### config.mk
export PLATFORM = sky130hd
export DESIGN_NAME = spi_irq_top
export DESIGN_NICKNAME = d
export VERILOG_FILES = /design/src/verilog/spi_pkg.sv /design/src/verilog/spi_fifo.sv /design/src/verilog/spi_shift_engine.sv /design/src/verilog/spi_irq_ctrl.sv /design/src/verilog/spi_axil_regs.sv /design/src/verilog/spi_irq_top.sv
export SDC_FILE = /design/constraint.sdc
export NUM_CORES = 1
export LEC_CHECK = 0
export BUFFER_PORTS_ARGS = -buffer_cell sky130_fd_sc_hd__buf_2
export CAP_MARGIN = 20
export CORE_MARGIN = 2
export CORE_UTILIZATION = 45
export CTS_CLUSTER_SIZE = 10
export DETAILED_ROUTE_END_ITERATION = 8
export PLACE_DENSITY = 0.79
export SYNTH_ARGS = -nofsm -noshare
export SYNTH_HDL_FRONTEND = slang
export SYNTH_SLANG_ARGS = --single-unit
### constraint.sdc
create_clock -name clk -period 2.5 [get_ports clk]
set_clock_uncertainty 0.1 [all_clocks]
set_input_delay 0.375 -clock clk [delete_from_list [all_inputs] [get_ports clk]]
set_output_delay 0.375 -clock clk [all_outputs]
set_load 0.005 [all_outputs]
### src/verilog/spi_pkg.sv
// SPI controller shared types
package spi_pkg;

    // width of the count field in fifo status
    localparam int MAX_CNT_W = 8;

    // register byte offsets
    localparam logic [7:0] REG_TXDATA   = 8'h00;
    localparam logic [7:0] REG_RXDATA   = 8'h04;
    localparam logic [7:0] REG_STATUS   = 8'h08;
    localparam logic [7:0] REG_IRQ_EN   = 8'h0C;
    localparam logic [7:0] REG_IRQ_PEND = 8'h10;

    // AXI response codes
    localparam logic [1:0] RESP_OKAY   = 2'b00;
    localparam logic [1:0] RESP_SLVERR = 2'b10;

    // STATUS layout, upper bits read as zero
    //   bit 0 tx_empty, bit 1 tx_full, bit 2 rx_empty, bit 3 rx_full, bit 4 busy
    // IRQ_EN and IRQ_PEND hold an irq_vec_t in bits 2:0
    //   bit 2 tx_empty, bit 1 rx_full, bit 0 done (write 1 to clear)

    typedef struct packed {
        logic [7:0]  awaddr;
        logic        awvalid;
        logic [31:0] wdata;
        logic [3:0]  wstrb;
        logic        wvalid;
        logic        bready;
        logic [7:0]  araddr;
        logic        arvalid;
        logic        rready;
    } axil_req_t;

    typedef struct packed {
        logic        awready;
        logic        wready;
        logic        bvalid;
        logic [1:0]  bresp;
        logic        arready;
        logic        rvalid;
        logic [31:0] rdata;
        logic [1:0]  rresp;
    } axil_rsp_t;

    typedef struct packed {
        logic                 empty;
        logic                 full;
        logic [MAX_CNT_W-1:0] count;
    } fifo_stat_t;

    typedef struct packed {
        logic tx_empty;
        logic rx_full;
        logic done;
    } irq_vec_t;

endpackage

### src/verilog/spi_fifo.sv
// SPI word FIFO
module spi_fifo #(
    parameter int DATA_WIDTH = 8,
    parameter int FIFO_DEPTH = 4
) (
    input  logic                  clk,
    input  logic                  rst_n,
    input  logic                  push,
    input  logic [DATA_WIDTH-1:0] push_data,
    input  logic                  pop,
    output logic [DATA_WIDTH-1:0] head,
    output spi_pkg::fifo_stat_t   stat
);

    localparam int AW = $clog2(FIFO_DEPTH);

    logic [DATA_WIDTH-1:0] mem [FIFO_DEPTH];
    logic [AW:0]           wr_ptr;
    logic [AW:0]           rd_ptr;
    logic [AW:0]           used;
    logic                  do_push;
    logic                  do_pop;

    // extra pointer bit separates full from empty
    assign used = wr_ptr - rd_ptr;

    assign stat.empty = (wr_ptr == rd_ptr);
    // used reaches FIFO_DEPTH only when its top bit is set
    assign stat.full  = used[AW];
    assign stat.count = {{(spi_pkg::MAX_CNT_W - AW - 1){1'b0}}, used};

    assign do_push = push && !stat.full;
    assign do_pop  = pop && !stat.empty;

    always_ff @(posedge clk or negedge rst_n) begin
        if (!rst_n) begin
            wr_ptr <= '0;
            rd_ptr <= '0;
        end else begin
            if (do_push) begin
                wr_ptr <= wr_ptr + 1'b1;
            end
            if (do_pop) begin
                rd_ptr <= rd_ptr + 1'b1;
            end
        end
    end

    always_ff @(posedge clk) begin
        if (do_push) begin
            mem[wr_ptr[AW-1:0]] <= push_data;
        end
    end

    assign head = mem[rd_ptr[AW-1:0]];

    // producers and consumers look at the flags before acting
    push_not_full: assert property (@(posedge clk) disable iff (!rst_n)
        push |-> !stat.full);

    pop_not_empty: assert property (@(posedge clk) disable iff (!rst_n)
        pop |-> !stat.empty);

endmodule

### src/verilog/spi_shift_engine.sv
// SPI mode 0 shift engine
module spi_shift_engine #(
    parameter int DATA_WIDTH = 8
) (
    input  logic                  clk,
    input  logic                  rst_n,
    input  spi_pkg::fifo_stat_t   tx_stat,
    input  spi_pkg::fifo_stat_t   rx_stat,
    input  logic [DATA_WIDTH-1:0] tx_head,
    output logic                  tx_pop,
    output logic                  rx_push,
    output logic [DATA_WIDTH-1:0] rx_word,
    output logic                  done,
    output logic                  busy,
    output logic                  sclk,
    output logic                  mosi,
    output logic                  cs_n,
    input  logic                  miso
);

    localparam int CW = (DATA_WIDTH > 1) ? $clog2(DATA_WIDTH) : 1;
    localparam logic [CW-1:0] LAST_BIT = CW'(DATA_WIDTH - 1);

    // one-hot states
    localparam logic [2:0] ST_IDLE  = 3'b001;
    localparam logic [2:0] ST_SHIFT = 3'b010;
    localparam logic [2:0] ST_GAP   = 3'b100;

    logic [2:0]            state;
    logic [CW-1:0]         bit_cnt;
    logic [DATA_WIDTH-1:0] tx_sh;
    logic [DATA_WIDTH-1:0] rx_sh;
    logic                  sclk_q;
    logic                  end_q;
    logic                  start;
    logic                  last_slot;

    // never start a word the RX FIFO could not take
    assign start     = state[0] && !tx_stat.empty && !rx_stat.full;
    assign last_slot = state[1] && sclk_q && (bit_cnt == LAST_BIT);

    always_ff @(posedge clk or negedge rst_n) begin
        if (!rst_n) begin
            state   <= ST_IDLE;
            bit_cnt <= '0;
            sclk_q  <= 1'b0;
            cs_n    <= 1'b1;
            end_q   <= 1'b0;
        end else begin
            end_q <= 1'b0;
            case (1'b1)
                state[0]: begin
                    if (start) begin
                        state   <= ST_SHIFT;
                        cs_n    <= 1'b0;
                        bit_cnt <= '0;
                        sclk_q  <= 1'b0;
                    end
                end
                state[1]: begin
                    // low half then high half of each bit slot
                    sclk_q <= !sclk_q;
                    if (last_slot) begin
                        state <= ST_GAP;
                        cs_n  <= 1'b1;
                        end_q <= 1'b1;
                    end else if (sclk_q) begin
                        bit_cnt <= bit_cnt + 1'b1;
                    end
                end
                state[2]: begin
                    state <= ST_IDLE;
                end
                default: begin
                    state  <= ST_IDLE;
                    cs_n   <= 1'b1;
                    sclk_q <= 1'b0;
                end
            endcase
        end
    end

    always_ff @(posedge clk) begin
        if (start) begin
            tx_sh <= tx_head;
        end else if (state[1] && sclk_q) begin
            tx_sh <= tx_sh << 1;
        end
        // sample on the rising sclk edge
        if (state[1] && !sclk_q) begin
            rx_sh <= DATA_WIDTH'({rx_sh, miso});
        end
    end

    assign sclk    = sclk_q;
    assign mosi    = state[1] & tx_sh[DATA_WIDTH-1];
    assign tx_pop  = end_q;
    assign rx_push = end_q;
    assign done    = end_q;
    assign rx_word = rx_sh;
    assign busy    = !state[0] || start;

    sclk_inside_cs: assert property (@(posedge clk) disable iff (!rst_n)
        sclk |-> !cs_n);

    // word retired from TX lands in RX, and RX had room for it
    pop_push_paired: assert property (@(posedge clk) disable iff (!rst_n)
        tx_pop |-> (rx_push && !rx_stat.full && !tx_stat.empty));

endmodule

### src/verilog/spi_irq_ctrl.sv
// SPI interrupt controller
module spi_irq_ctrl (
    input  logic                clk,
    input  logic                rst_n,
    input  spi_pkg::fifo_stat_t tx_stat,
    input  spi_pkg::fifo_stat_t rx_stat,
    input  logic                done,
    input  spi_pkg::irq_vec_t   irq_en,
    input  spi_pkg::irq_vec_t   pend_clr,
    output spi_pkg::irq_vec_t   pend,
    output logic                irq
);

    logic done_q;

    // sticky done, a new pulse wins over a clear in the same cycle
    always_ff @(posedge clk or negedge rst_n) begin
        if (!rst_n) begin
            done_q <= 1'b0;
        end else if (done) begin
            done_q <= 1'b1;
        end else if (pend_clr.done) begin
            done_q <= 1'b0;
        end
    end

    // fifo sources are plain levels
    assign pend.tx_empty = tx_stat.empty;
    assign pend.rx_full  = rx_stat.full;
    assign pend.done     = done_q;

    always_ff @(posedge clk or negedge rst_n) begin
        if (!rst_n) begin
            irq <= 1'b0;
        end else begin
            irq <= |(pend & irq_en);
        end
    end

    masked_quiet: assert property (@(posedge clk) disable iff (!rst_n)
        (irq_en == '0) |=> !irq);

endmodule

### src/verilog/spi_axil_regs.sv
// AXI4-Lite register block
module spi_axil_regs #(
    parameter int DATA_WIDTH = 8
) (
    input  logic                  clk,
    input  logic                  rst_n,
    input  spi_pkg::axil_req_t    req,
    output spi_pkg::axil_rsp_t    rsp,
    output logic                  tx_push,
    output logic [DATA_WIDTH-1:0] tx_data,
    input  spi_pkg::fifo_stat_t   tx_stat,
    input  spi_pkg::fifo_stat_t   rx_stat,
    output logic                  rx_pop,
    input  logic [DATA_WIDTH-1:0] rx_head,
    input  logic                  busy,
    output spi_pkg::irq_vec_t     irq_en,
    output spi_pkg::irq_vec_t     pend_clr,
    input  spi_pkg::irq_vec_t     pend
);

    logic              wr_hs;
    logic              rd_hs;
    logic              bvalid_q;
    logic [1:0]        bresp_q;
    logic              arready_q;
    logic              rvalid_q;
    logic [1:0]        rresp_q;
    logic [31:0]       rdata_q;
    logic [1:0]        wr_resp;
    logic [1:0]        rd_resp;
    logic [31:0]       rd_data;
    spi_pkg::irq_vec_t irq_en_q;

    assign wr_hs = req.awvalid && req.wvalid && !bvalid_q;
    assign rd_hs = req.arvalid && arready_q;

    // wstrb is not decoded, every write is taken as a full word
    assign tx_data = req.wdata[DATA_WIDTH-1:0];

    always_comb begin
        wr_resp  = spi_pkg::RESP_OKAY;
        tx_push  = 1'b0;
        pend_clr = '0;
        case (req.awaddr)
            spi_pkg::REG_TXDATA: begin
                if (tx_stat.full) begin
                    wr_resp = spi_pkg::RESP_SLVERR;
                end else begin
                    tx_push = wr_hs;
                end
            end
            spi_pkg::REG_IRQ_PEND: begin
                if (wr_hs) begin
                    pend_clr = req.wdata[2:0];
                end
            end
            // read-only and enable writes answer OKAY
            spi_pkg::REG_RXDATA, spi_pkg::REG_STATUS, spi_pkg::REG_IRQ_EN: begin
                wr_resp = spi_pkg::RESP_OKAY;
            end
            default: begin
                wr_resp = spi_pkg::RESP_SLVERR;
            end
        endcase
    end

    always_ff @(posedge clk or negedge rst_n) begin
        if (!rst_n) begin
            irq_en_q <= '0;
        end else if (wr_hs && req.awaddr == spi_pkg::REG_IRQ_EN) begin
            irq_en_q <= req.wdata[2:0];
        end
    end

    always_ff @(posedge clk or negedge rst_n) begin
        if (!rst_n) begin
            bvalid_q <= 1'b0;
            bresp_q  <= spi_pkg::RESP_OKAY;
        end else if (wr_hs) begin
            bvalid_q <= 1'b1;
            bresp_q  <= wr_resp;
        end else if (req.bready) begin
            bvalid_q <= 1'b0;
        end
    end

    always_comb begin
        rd_data = '0;
        rd_resp = spi_pkg::RESP_OKAY;
        rx_pop  = 1'b0;
        case (req.araddr)
            spi_pkg::REG_TXDATA: begin
                rd_data = '0;
            end
            spi_pkg::REG_RXDATA: begin
                // empty FIFO reads zero and is not popped
                if (rx_stat.empty) begin
                    rd_resp = spi_pkg::RESP_SLVERR;
                end else begin
                    rd_data = 32'(rx_head);
                    rx_pop  = rd_hs;
                end
            end
            spi_pkg::REG_STATUS: begin
                rd_data = {27'b0, busy, rx_stat.full, rx_stat.empty,
                           tx_stat.full, tx_stat.empty};
            end
            spi_pkg::REG_IRQ_EN: begin
                rd_data = {29'b0, irq_en_q};
            end
            spi_pkg::REG_IRQ_PEND: begin
                rd_data = {29'b0, pend};
            end
            default: begin
                rd_resp = spi_pkg::RESP_SLVERR;
            end
        endcase
    end

    always_ff @(posedge clk or negedge rst_n) begin
        if (!rst_n) begin
            arready_q <= 1'b0;
            rvalid_q  <= 1'b0;
            rresp_q   <= spi_pkg::RESP_OKAY;
        end else if (rd_hs) begin
            arready_q <= 1'b0;
            rvalid_q  <= 1'b1;
            rresp_q   <= rd_resp;
        end else if (rvalid_q && req.rready) begin
            rvalid_q  <= 1'b0;
            arready_q <= 1'b1;
        end else if (!rvalid_q) begin
            arready_q <= 1'b1;
        end
    end

    always_ff @(posedge clk) begin
        if (rd_hs) begin
            rdata_q <= rd_data;
        end
    end

    assign rsp.awready = wr_hs;
    assign rsp.wready  = wr_hs;
    assign rsp.bvalid  = bvalid_q;
    assign rsp.bresp   = bresp_q;
    assign rsp.arready = arready_q;
    assign rsp.rvalid  = rvalid_q;
    assign rsp.rdata   = rdata_q;
    assign rsp.rresp   = rresp_q;
    assign irq_en      = irq_en_q;

    bvalid_held: assert property (@(posedge clk) disable iff (!rst_n)
        (rsp.bvalid && !req.bready) |=> (rsp.bvalid && $stable(rsp.bresp)));

endmodule

### src/verilog/spi_irq_top.sv
// SPI master with interrupts
module spi_irq_top #(
    parameter int DATA_WIDTH = 8,
    parameter int FIFO_DEPTH = 4
) (
    input  logic               clk,
    input  logic               rst_n,
    input  spi_pkg::axil_req_t axil_req,
    output spi_pkg::axil_rsp_t axil_rsp,
    output logic               sclk,
    output logic               mosi,
    input  logic               miso,
    output logic               cs_n,
    output logic               irq
);

    logic                  tx_push;
    logic [DATA_WIDTH-1:0] tx_data;
    logic [DATA_WIDTH-1:0] tx_head;
    logic                  tx_pop;
    spi_pkg::fifo_stat_t   tx_stat;
    logic                  rx_push;
    logic [DATA_WIDTH-1:0] rx_word;
    logic [DATA_WIDTH-1:0] rx_head;
    logic                  rx_pop;
    spi_pkg::fifo_stat_t   rx_stat;
    logic                  busy;
    logic                  done;
    spi_pkg::irq_vec_t     irq_en;
    spi_pkg::irq_vec_t     pend_clr;
    spi_pkg::irq_vec_t     pend;

    spi_axil_regs #(.DATA_WIDTH(DATA_WIDTH)) u_regs (
        .clk(clk), .rst_n(rst_n), .req(axil_req), .rsp(axil_rsp),
        .tx_push(tx_push), .tx_data(tx_data), .tx_stat(tx_stat), .rx_stat(rx_stat),
        .rx_pop(rx_pop), .rx_head(rx_head), .busy(busy),
        .irq_en(irq_en), .pend_clr(pend_clr), .pend(pend)
    );

    spi_fifo #(.DATA_WIDTH(DATA_WIDTH), .FIFO_DEPTH(FIFO_DEPTH)) u_tx_fifo (
        .clk(clk), .rst_n(rst_n), .push(tx_push), .push_data(tx_data),
        .pop(tx_pop), .head(tx_head), .stat(tx_stat)
    );

    spi_fifo #(.DATA_WIDTH(DATA_WIDTH), .FIFO_DEPTH(FIFO_DEPTH)) u_rx_fifo (
        .clk(clk), .rst_n(rst_n), .push(rx_push), .push_data(rx_word),
        .pop(rx_pop), .head(rx_head), .stat(rx_stat)
    );

    spi_shift_engine #(.DATA_WIDTH(DATA_WIDTH)) u_engine (
        .clk(clk), .rst_n(rst_n), .tx_stat(tx_stat), .rx_stat(rx_stat),
        .tx_head(tx_head), .tx_pop(tx_pop), .rx_push(rx_push), .rx_word(rx_word),
        .done(done), .busy(busy), .sclk(sclk), .mosi(mosi), .cs_n(cs_n), .miso(miso)
    );

    spi_irq_ctrl u_irq (
        .clk(clk), .rst_n(rst_n), .tx_stat(tx_stat), .rx_stat(rx_stat),
        .done(done), .irq_en(irq_en), .pend_clr(pend_clr), .pend(pend), .irq(irq)
    );

endmodule

---- After elaboration in Yosys (flattened, before gate mapping) ----
Memories as Yosys holds them, arrays and structs flattened.
Cells that the tools add are included.
word-level totals
  flip-flop bits (word level) ............. 81
  memory bits (writable) .................. 64
  input port bits ......................... 60
  output and inout bits ................... 45
  word-level logic and storage cells ...... 135
  memories kept ........................... 2
cells by class
  add/subtract/negate cells ............... 7
  eq/ne operators ......................... 16
  muxes and demuxes ....................... 47
  bitwise gates (word level) .............. 2
  reductions and logical operators ........ 37
memories
  memory         depth  bits a word  read ports  clocked after Yosys merged registers in  write ports  RTL line        RTL
  u_rx_fifo.mem  4      8            1           0                                        1            spi_fifo.sv:17  logic [DATA_WIDTH-1:0] mem [FIFO_DEPTH];
  u_tx_fifo.mem  4      8            1           0                                        1            spi_fifo.sv:17
operators by type and width
  kind                                                             count
  32-bit one-hot mux with 4 select lines                           1
  8-bit by 4-bit == test with 1-bit output, second input constant  4
  1-bit 2-to-1 mux                                                 30
  3-bit 2-to-1 mux                                                 9
  8-bit 2-to-1 mux                                                 3
  8-bit by 3-bit == test with 1-bit output, second input constant  2
  8-bit by 5-bit == test with 1-bit output, second input constant  2
  8-bit logical NOT                                                2
  3-bit by 1-bit adder with 3-bit output, second input constant    5
  1-bit logical AND                                                14
  2-bit nonzero test                                               6
  2-bit one-hot mux with 2 select lines                            2
  4-bit OR reduction                                               2
  1-bit logical NOT                                                7
  3-bit == test                                                    2
  3-bit != test, second input constant                             2
  3-bit subtractor                                                 2
  2-bit 2-to-1 mux                                                 2
  2-bit AND reduction                                              2
  4-bit AND reduction                                              1
  3-bit bitwise AND                                                1
  3-bit == test, second input constant                             1
  3-bit by 2-bit != test with 1-bit output, second input constant  1
  3-bit AND reduction                                              1
  5 further kinds                                                  5

---- Depth between registers and ports, before layout ----
  depth in word-level cells ............... 7
  depth in mapped cells ................... 9

---- Modules after synthesis ----
From an unflattened synthesis, not the netlist that was laid out.
unflattened totals
  cells, all modules ...................... 388
  area total of the unflattened synthesis .. 5606.6 um2
modules (own cells, without submodules)
  module            times used  cells each  area each (um2)  seq. area each (um2)
  spi_fifo          2           89          1649.1           1111.1
  spi_axil_regs     1           114         1146.1           440.4
  spi_shift_engine  1           87          1064.8           708.2
  spi_irq_ctrl      1           9           97.6             50.0

---- Least setup slack after synthesis ----
OpenSTA, ideal clock, no wires.
  path kind ............................... flip-flop to flip-flop
  start point ............................. register u_rx_fifo.rd_ptr[1]
  end point ............................... register u_engine.tx_sh[0] (enable)
  arrival time ............................ 2137 ps
  setup slack ............................. -63 ps
  cell stages (with the launch flop) ...... 9
  path buffers ............................ 2
  period minus slack after synthesis ...... 2563 ps
  path through ............................ dfrtp_1 clkbuf_1 inv_1 ha_1 nor2b_1 or3_4 a21boi_4 buf_6 a21o_1
on the way
  word-level cells in the longest chain between the ends .. 4
ends and longest elaborated chain
  element                       RTL line                RTL
  from (decl)                   spi_fifo.sv:19          logic [AW:0] rd_ptr;
  from (signal assigned)        spi_fifo.sv:44          rd_ptr <= rd_ptr + 1'b1;
  3-bit subtractor              spi_fifo.sv:25          assign used = wr_ptr - rd_ptr;
  1-bit logical NOT             spi_shift_engine.sv:39  assign start = state[0] && !tx_stat.empty && !rx_stat.full;
  1-bit logical AND             spi_shift_engine.sv:39
  2-bit nonzero test (no line)  n/a
  to (signal assigned)          spi_shift_engine.sv:85  tx_sh <= tx_head;
  to (signal assigned)          spi_shift_engine.sv:87  tx_sh <= tx_sh << 1;
  to (decl)                     spi_shift_engine.sv:31  logic [DATA_WIDTH-1:0] tx_sh;
No other way between the ends.
A chain may end at the register's enable or synchronous reset.

---- Worst setup path after layout ----
  start point ............................. register u_rx_fifo.wr_ptr[1]
  end point ............................... register u_regs.rdata_q[4], data pin
on the way
  word-level cells in the longest chain between the ends .. 5
  elaborated cells on any way between the ends .. 7
ends and longest elaborated chain
  element                                   RTL line                 RTL
  from (decl)                               spi_fifo.sv:18           logic [AW:0] wr_ptr;
  from (signal assigned)                    spi_fifo.sv:41           wr_ptr <= wr_ptr + 1'b1;
  3-bit subtractor                          spi_fifo.sv:25
  1-bit logical NOT                         spi_shift_engine.sv:39
  1-bit logical AND                         spi_shift_engine.sv:39
  1-bit logical OR                          spi_shift_engine.sv:101  assign busy = !state[0] || start;
  32-bit one-hot mux with 4 select lines *  spi_axil_regs.sv:91      case (req.araddr)
  net u_regs.rd_data[4]                     spi_axil_regs.sv:31      logic [31:0] rd_data;
  to (signal assigned)                      spi_axil_regs.sv:139     rdata_q <= rd_data;
  to (decl)                                 spi_axil_regs.sv:28      logic [31:0] rdata_q;
Mark *: on every way through the listed nets, which the timed path passes. The rest lies on a longest branch.

==> results.sh <==
export IMPL_arrival_ns=2.46
export IMPL_antenna_found_initial=0
export IMPL_die_area_um2=12460
export IMPL_crit_fanout=10
export IMPL_cp_required_ns=2.63
export IMPL_grt_pass1_vias=3001
export IMPL_startpoint_type="register"
export IMPL_seq_area_frac_synth_pct=65.61
export IMPL_dr_pass1_iters=6
export IMPL_cts_root_buf="clkbuf_16"
export IMPL_fill_cells=891
export IMPL_track_usage_pct=15.53
export IMPL_ys_warn_count=0
export IMPL_dp_final_hpwl_mm=6.022
export IMPL_end_kind="register"
export IMPL_dieWidth_um=111.6
export IMPL_gr_total_overflow=0
export IMPL_final_setup_tns_ns=0
export IMPL_syn_cell_area_um2=5214
export IMPL_hold_viol=0
export IMPL_crit_type="reg -> reg"
export IMPL_viasPerCell=5.107
export IMPL_port_buffers=50
export IMPL_clkLatencyLatePin_ns=0.41
export IMPL_nets=492
export IMPL_start_util_pct=45.86
export IMPL_path_cells="ha_1 -> nor2b_1 -> or3_4 -> a21boi_4 -> buf_4 -> nor2_1 -> o21ai_0"
export IMPL_ys_types=45
export IMPL_max_freq_mhz=428.1
export IMPL_htreeDepth=4
export IMPL_synthArstFlopShare_pct=26.05
export IMPL_die_h_um=111.6
export IMPL_cp_slowest_cell="dfrtp_1"
export IMPL_fin_crit_sh_pct=93.43
export IMPL_syn_to_final_growth_pct=18.72
export IMPL_gp_congestion=0.8290
export IMPL_regArea_um2=3421
export IMPL_multiInputGateArea_um2=1556
export IMPL_p_per_area_nw_per_um2=808.6
export IMPL_synth_top_area_cell="edfxtp_1"
export IMPL_diodes=0
export IMPL_clockBufferDepth=2
export IMPL_rows=39
export IMPL_drive_above_1_share_pct=31.70
export IMPL_drtIter0Drc=231
export IMPL_wirelength_mm=8.928
export IMPL_rsz0062_at_grt="no"
export IMPL_core_um2=11370
export IMPL_drv_cap=0
export IMPL_power_mw=5.005
export IMPL_status="complete, no violations"
export IMPL_clk_pin_slew_worst_paths_ns=0.05
export IMPL_num_io_pins=105
export IMPL_cts_sinks=119
export IMPL_cts_buffers_inserted=17
export IMPL_holdCritPathClass="in -> reg"
export IMPL_tightest_slew_ns=0.7279
export IMPL_slew_headroom_pct=51.47
export IMPL_cts_tree="done"
export IMPL_holdWs_ns=0.03620
export IMPL_p_leak_nw=2.444
export IMPL_avgSynthCellArea_um2=15.33
export IMPL_worst_path_largest_cell_delay_ns=0.43
export IMPL_routed_via_count=2921
export IMPL_synth_cells=340
export IMPL_vdd_ir_drop_max_v=0.0004292
export IMPL_synth_top_area_share_pct=50.68
export IMPL_synth_edf_count=88
export IMPL_wl_per_cell_um=15.61
export IMPL_slew_viol_final=0
export IMPL_grt_max_degree=32
export IMPL_setup_viol_count_final=0
export IMPL_synthTopCellsByArea="edfxtp_1, dfrtp_1, mux4_2, buf_4, ha_1"
export IMPL_detail_route_antenna_nets=0
export IMPL_grt_pass1_wl_mm=14.74
export IMPL_ys_flop_type="edfxtp_1"
export IMPL_synth_seq_cells=119
export IMPL_finalCriticalPeriod_ns=2.336
export IMPL_drc=0
==> kinds of logic (layout without fill, tap and decap cells) <==
group | after synthesis | in the layout | synth area share [%]
and+or+nand+nor | 69 | 69 | 7.127
buffers and inverters | 59 | 123 | 6.623
xor gates and xnor gates | 11 | 11 | 1.992
other | 1 | 26 | 0.07193
DFF | 119 | 119 | 65.61
AOI/OAI and AO/OA | 36 | 36 | 4.944
muxes | 29 | 29 | 9.791
adders and majority gates | 16 | 16 | 3.840
==> Yosys cell counts (all sizes together) (2+ instances only) <==
master  number
o22ai        4
dfstp        2
and3         4
edfxtp      88
a21oi        4
a22oi        2
o21ai       13
nand2b       4
and2         8
a21o         2
a31oi        3
clkbuf       4
o32ai        3
nor2        13
or4          3
nand3b       3
mux2        13
nor2b        4
nand2       16
nor4         2
ha          16
mux4        16
dfrtp       29
inv         22
nor3         3
nand3        6
xor2         3
buf         33
xnor2        8
==> area by class of cell <==
type                       instances  area share (%)
clock buffer                      24           7.782
clock inverter                     8           1.193
inverter                          22           1.334
multi-input combinational        187           25.15
sequential                       119           55.27
tap                              143           2.891
timing repair buffer              69           6.388
==> where the power goes <==
part	internal [mW]	leakage [nW]	switching, mW
Combinational	0.114	0.984	0.162
Sequential	2.38	1.20	0.115
Clock	1.44	0.260	0.802
==> flip-flops by register name, indices dropped and copies added (netlist names) <==
name,cells
u_engine.done,1
u_regs.bresp_q,1
u_engine.state,3
u_engine.rx_word,8
u_regs.rresp_q,1
u_engine.bit_cnt,3
u_irq.done_q,1
u_regs.rdata_q,8
u_regs.bvalid_q,1
u_rx_fifo.mem,32
u_irq.irq,1
u_regs.arready_q,1
u_rx_fifo.rd_ptr,3
u_regs.irq_en,3
u_regs.rvalid_q,1
u_rx_fifo.wr_ptr,3
u_tx_fifo.rd_ptr,3
u_engine.sclk,1
u_tx_fifo.mem,32
u_engine.tx_sh,8
u_tx_fifo.wr_ptr,3
u_engine.cs_n,1
==> final timing paths <==
kind	slack, ns	from	depth (start not counted)	to
worst min register to register	0.39	u_regs.rvalid_q	1	u_regs.rvalid_q
worst min-delay path	0.04	axil_req[10]	2	u_regs.bvalid_q
worst max-delay path	0.16	u_rx_fifo.wr_ptr[1]	7	u_regs.rdata_q[4]
worst max register to register	0.16	u_rx_fifo.wr_ptr[1]	7	u_regs.rdata_q[4]
max in group asynchronous	1.37	rst_n	2	u_engine.state[1]
min in group asynchronous	0.46	rst_n	2	u_regs.bvalid_q
==> stage by stage <==
step                      std cells  setup slack, ns  instance area (µm²)  util, %
after floorplan                 365         -0.01219                 5309        -
after global placement          539           0.1630                 5609    49.33
after detailed placement        539           0.1104                 5609    49.33
after CTS                       572          0.09789                 6175    54.31
after global routing            572          0.07307                 6190    54.44
final                           572           0.1642                 6190    54.44
==> layer usage <==
layer	up-vias	GRT usage, %	share of wire [%]
met5	-	0	0
met4	0	7.325	2.0
met3	17	4.083	5.1
met2	116	25.62	50
met1	1431	19.25	42
li1	1357	-	-
==> cells in the final DEF (no fill, tap or decap), types with 3 or more instances in the layout <==
cell	instances
a21oi_1	4
a31oi_1	3
and2_1	7
and3_1	4
buf_2	50
buf_4	18
clkbuf_1	4
clkbuf_16	17
clkbuf_8	3
clkinvlp_4	4
conb_1	26
dfrtp_1	29
edfxtp_1	88
ha_1	16
inv_1	22
mux2_2	12
mux4_2	16
nand2_1	15
nand2b_1	4
nand3_1	6
nand3b_1	3
nor2_1	13
nor2b_1	4
nor3_1	3
o21ai_0	12
o22ai_1	4
o32ai_1	3
xnor2_1	6
==> timing repair <==
action	in CTS	in global routing
gates resized for setup	0	3
hold buffers	1	0
buffers inserted	0	0
endpoints found under the setup margin	0	83
endpoints found under the hold margin	29	0
==> worst max-delay path: cells and delay by family (launching register included) <==
family,cells,cell delay [ns]
buffers and inverters,1,0.23
and+or+nand+nor,3,0.57
adders and majority gates,1,0.31
AOI/OAI and AO/OA,2,0.52
DFF,1,0.43
Note: power is estimated with default switching activity, not from simulation.
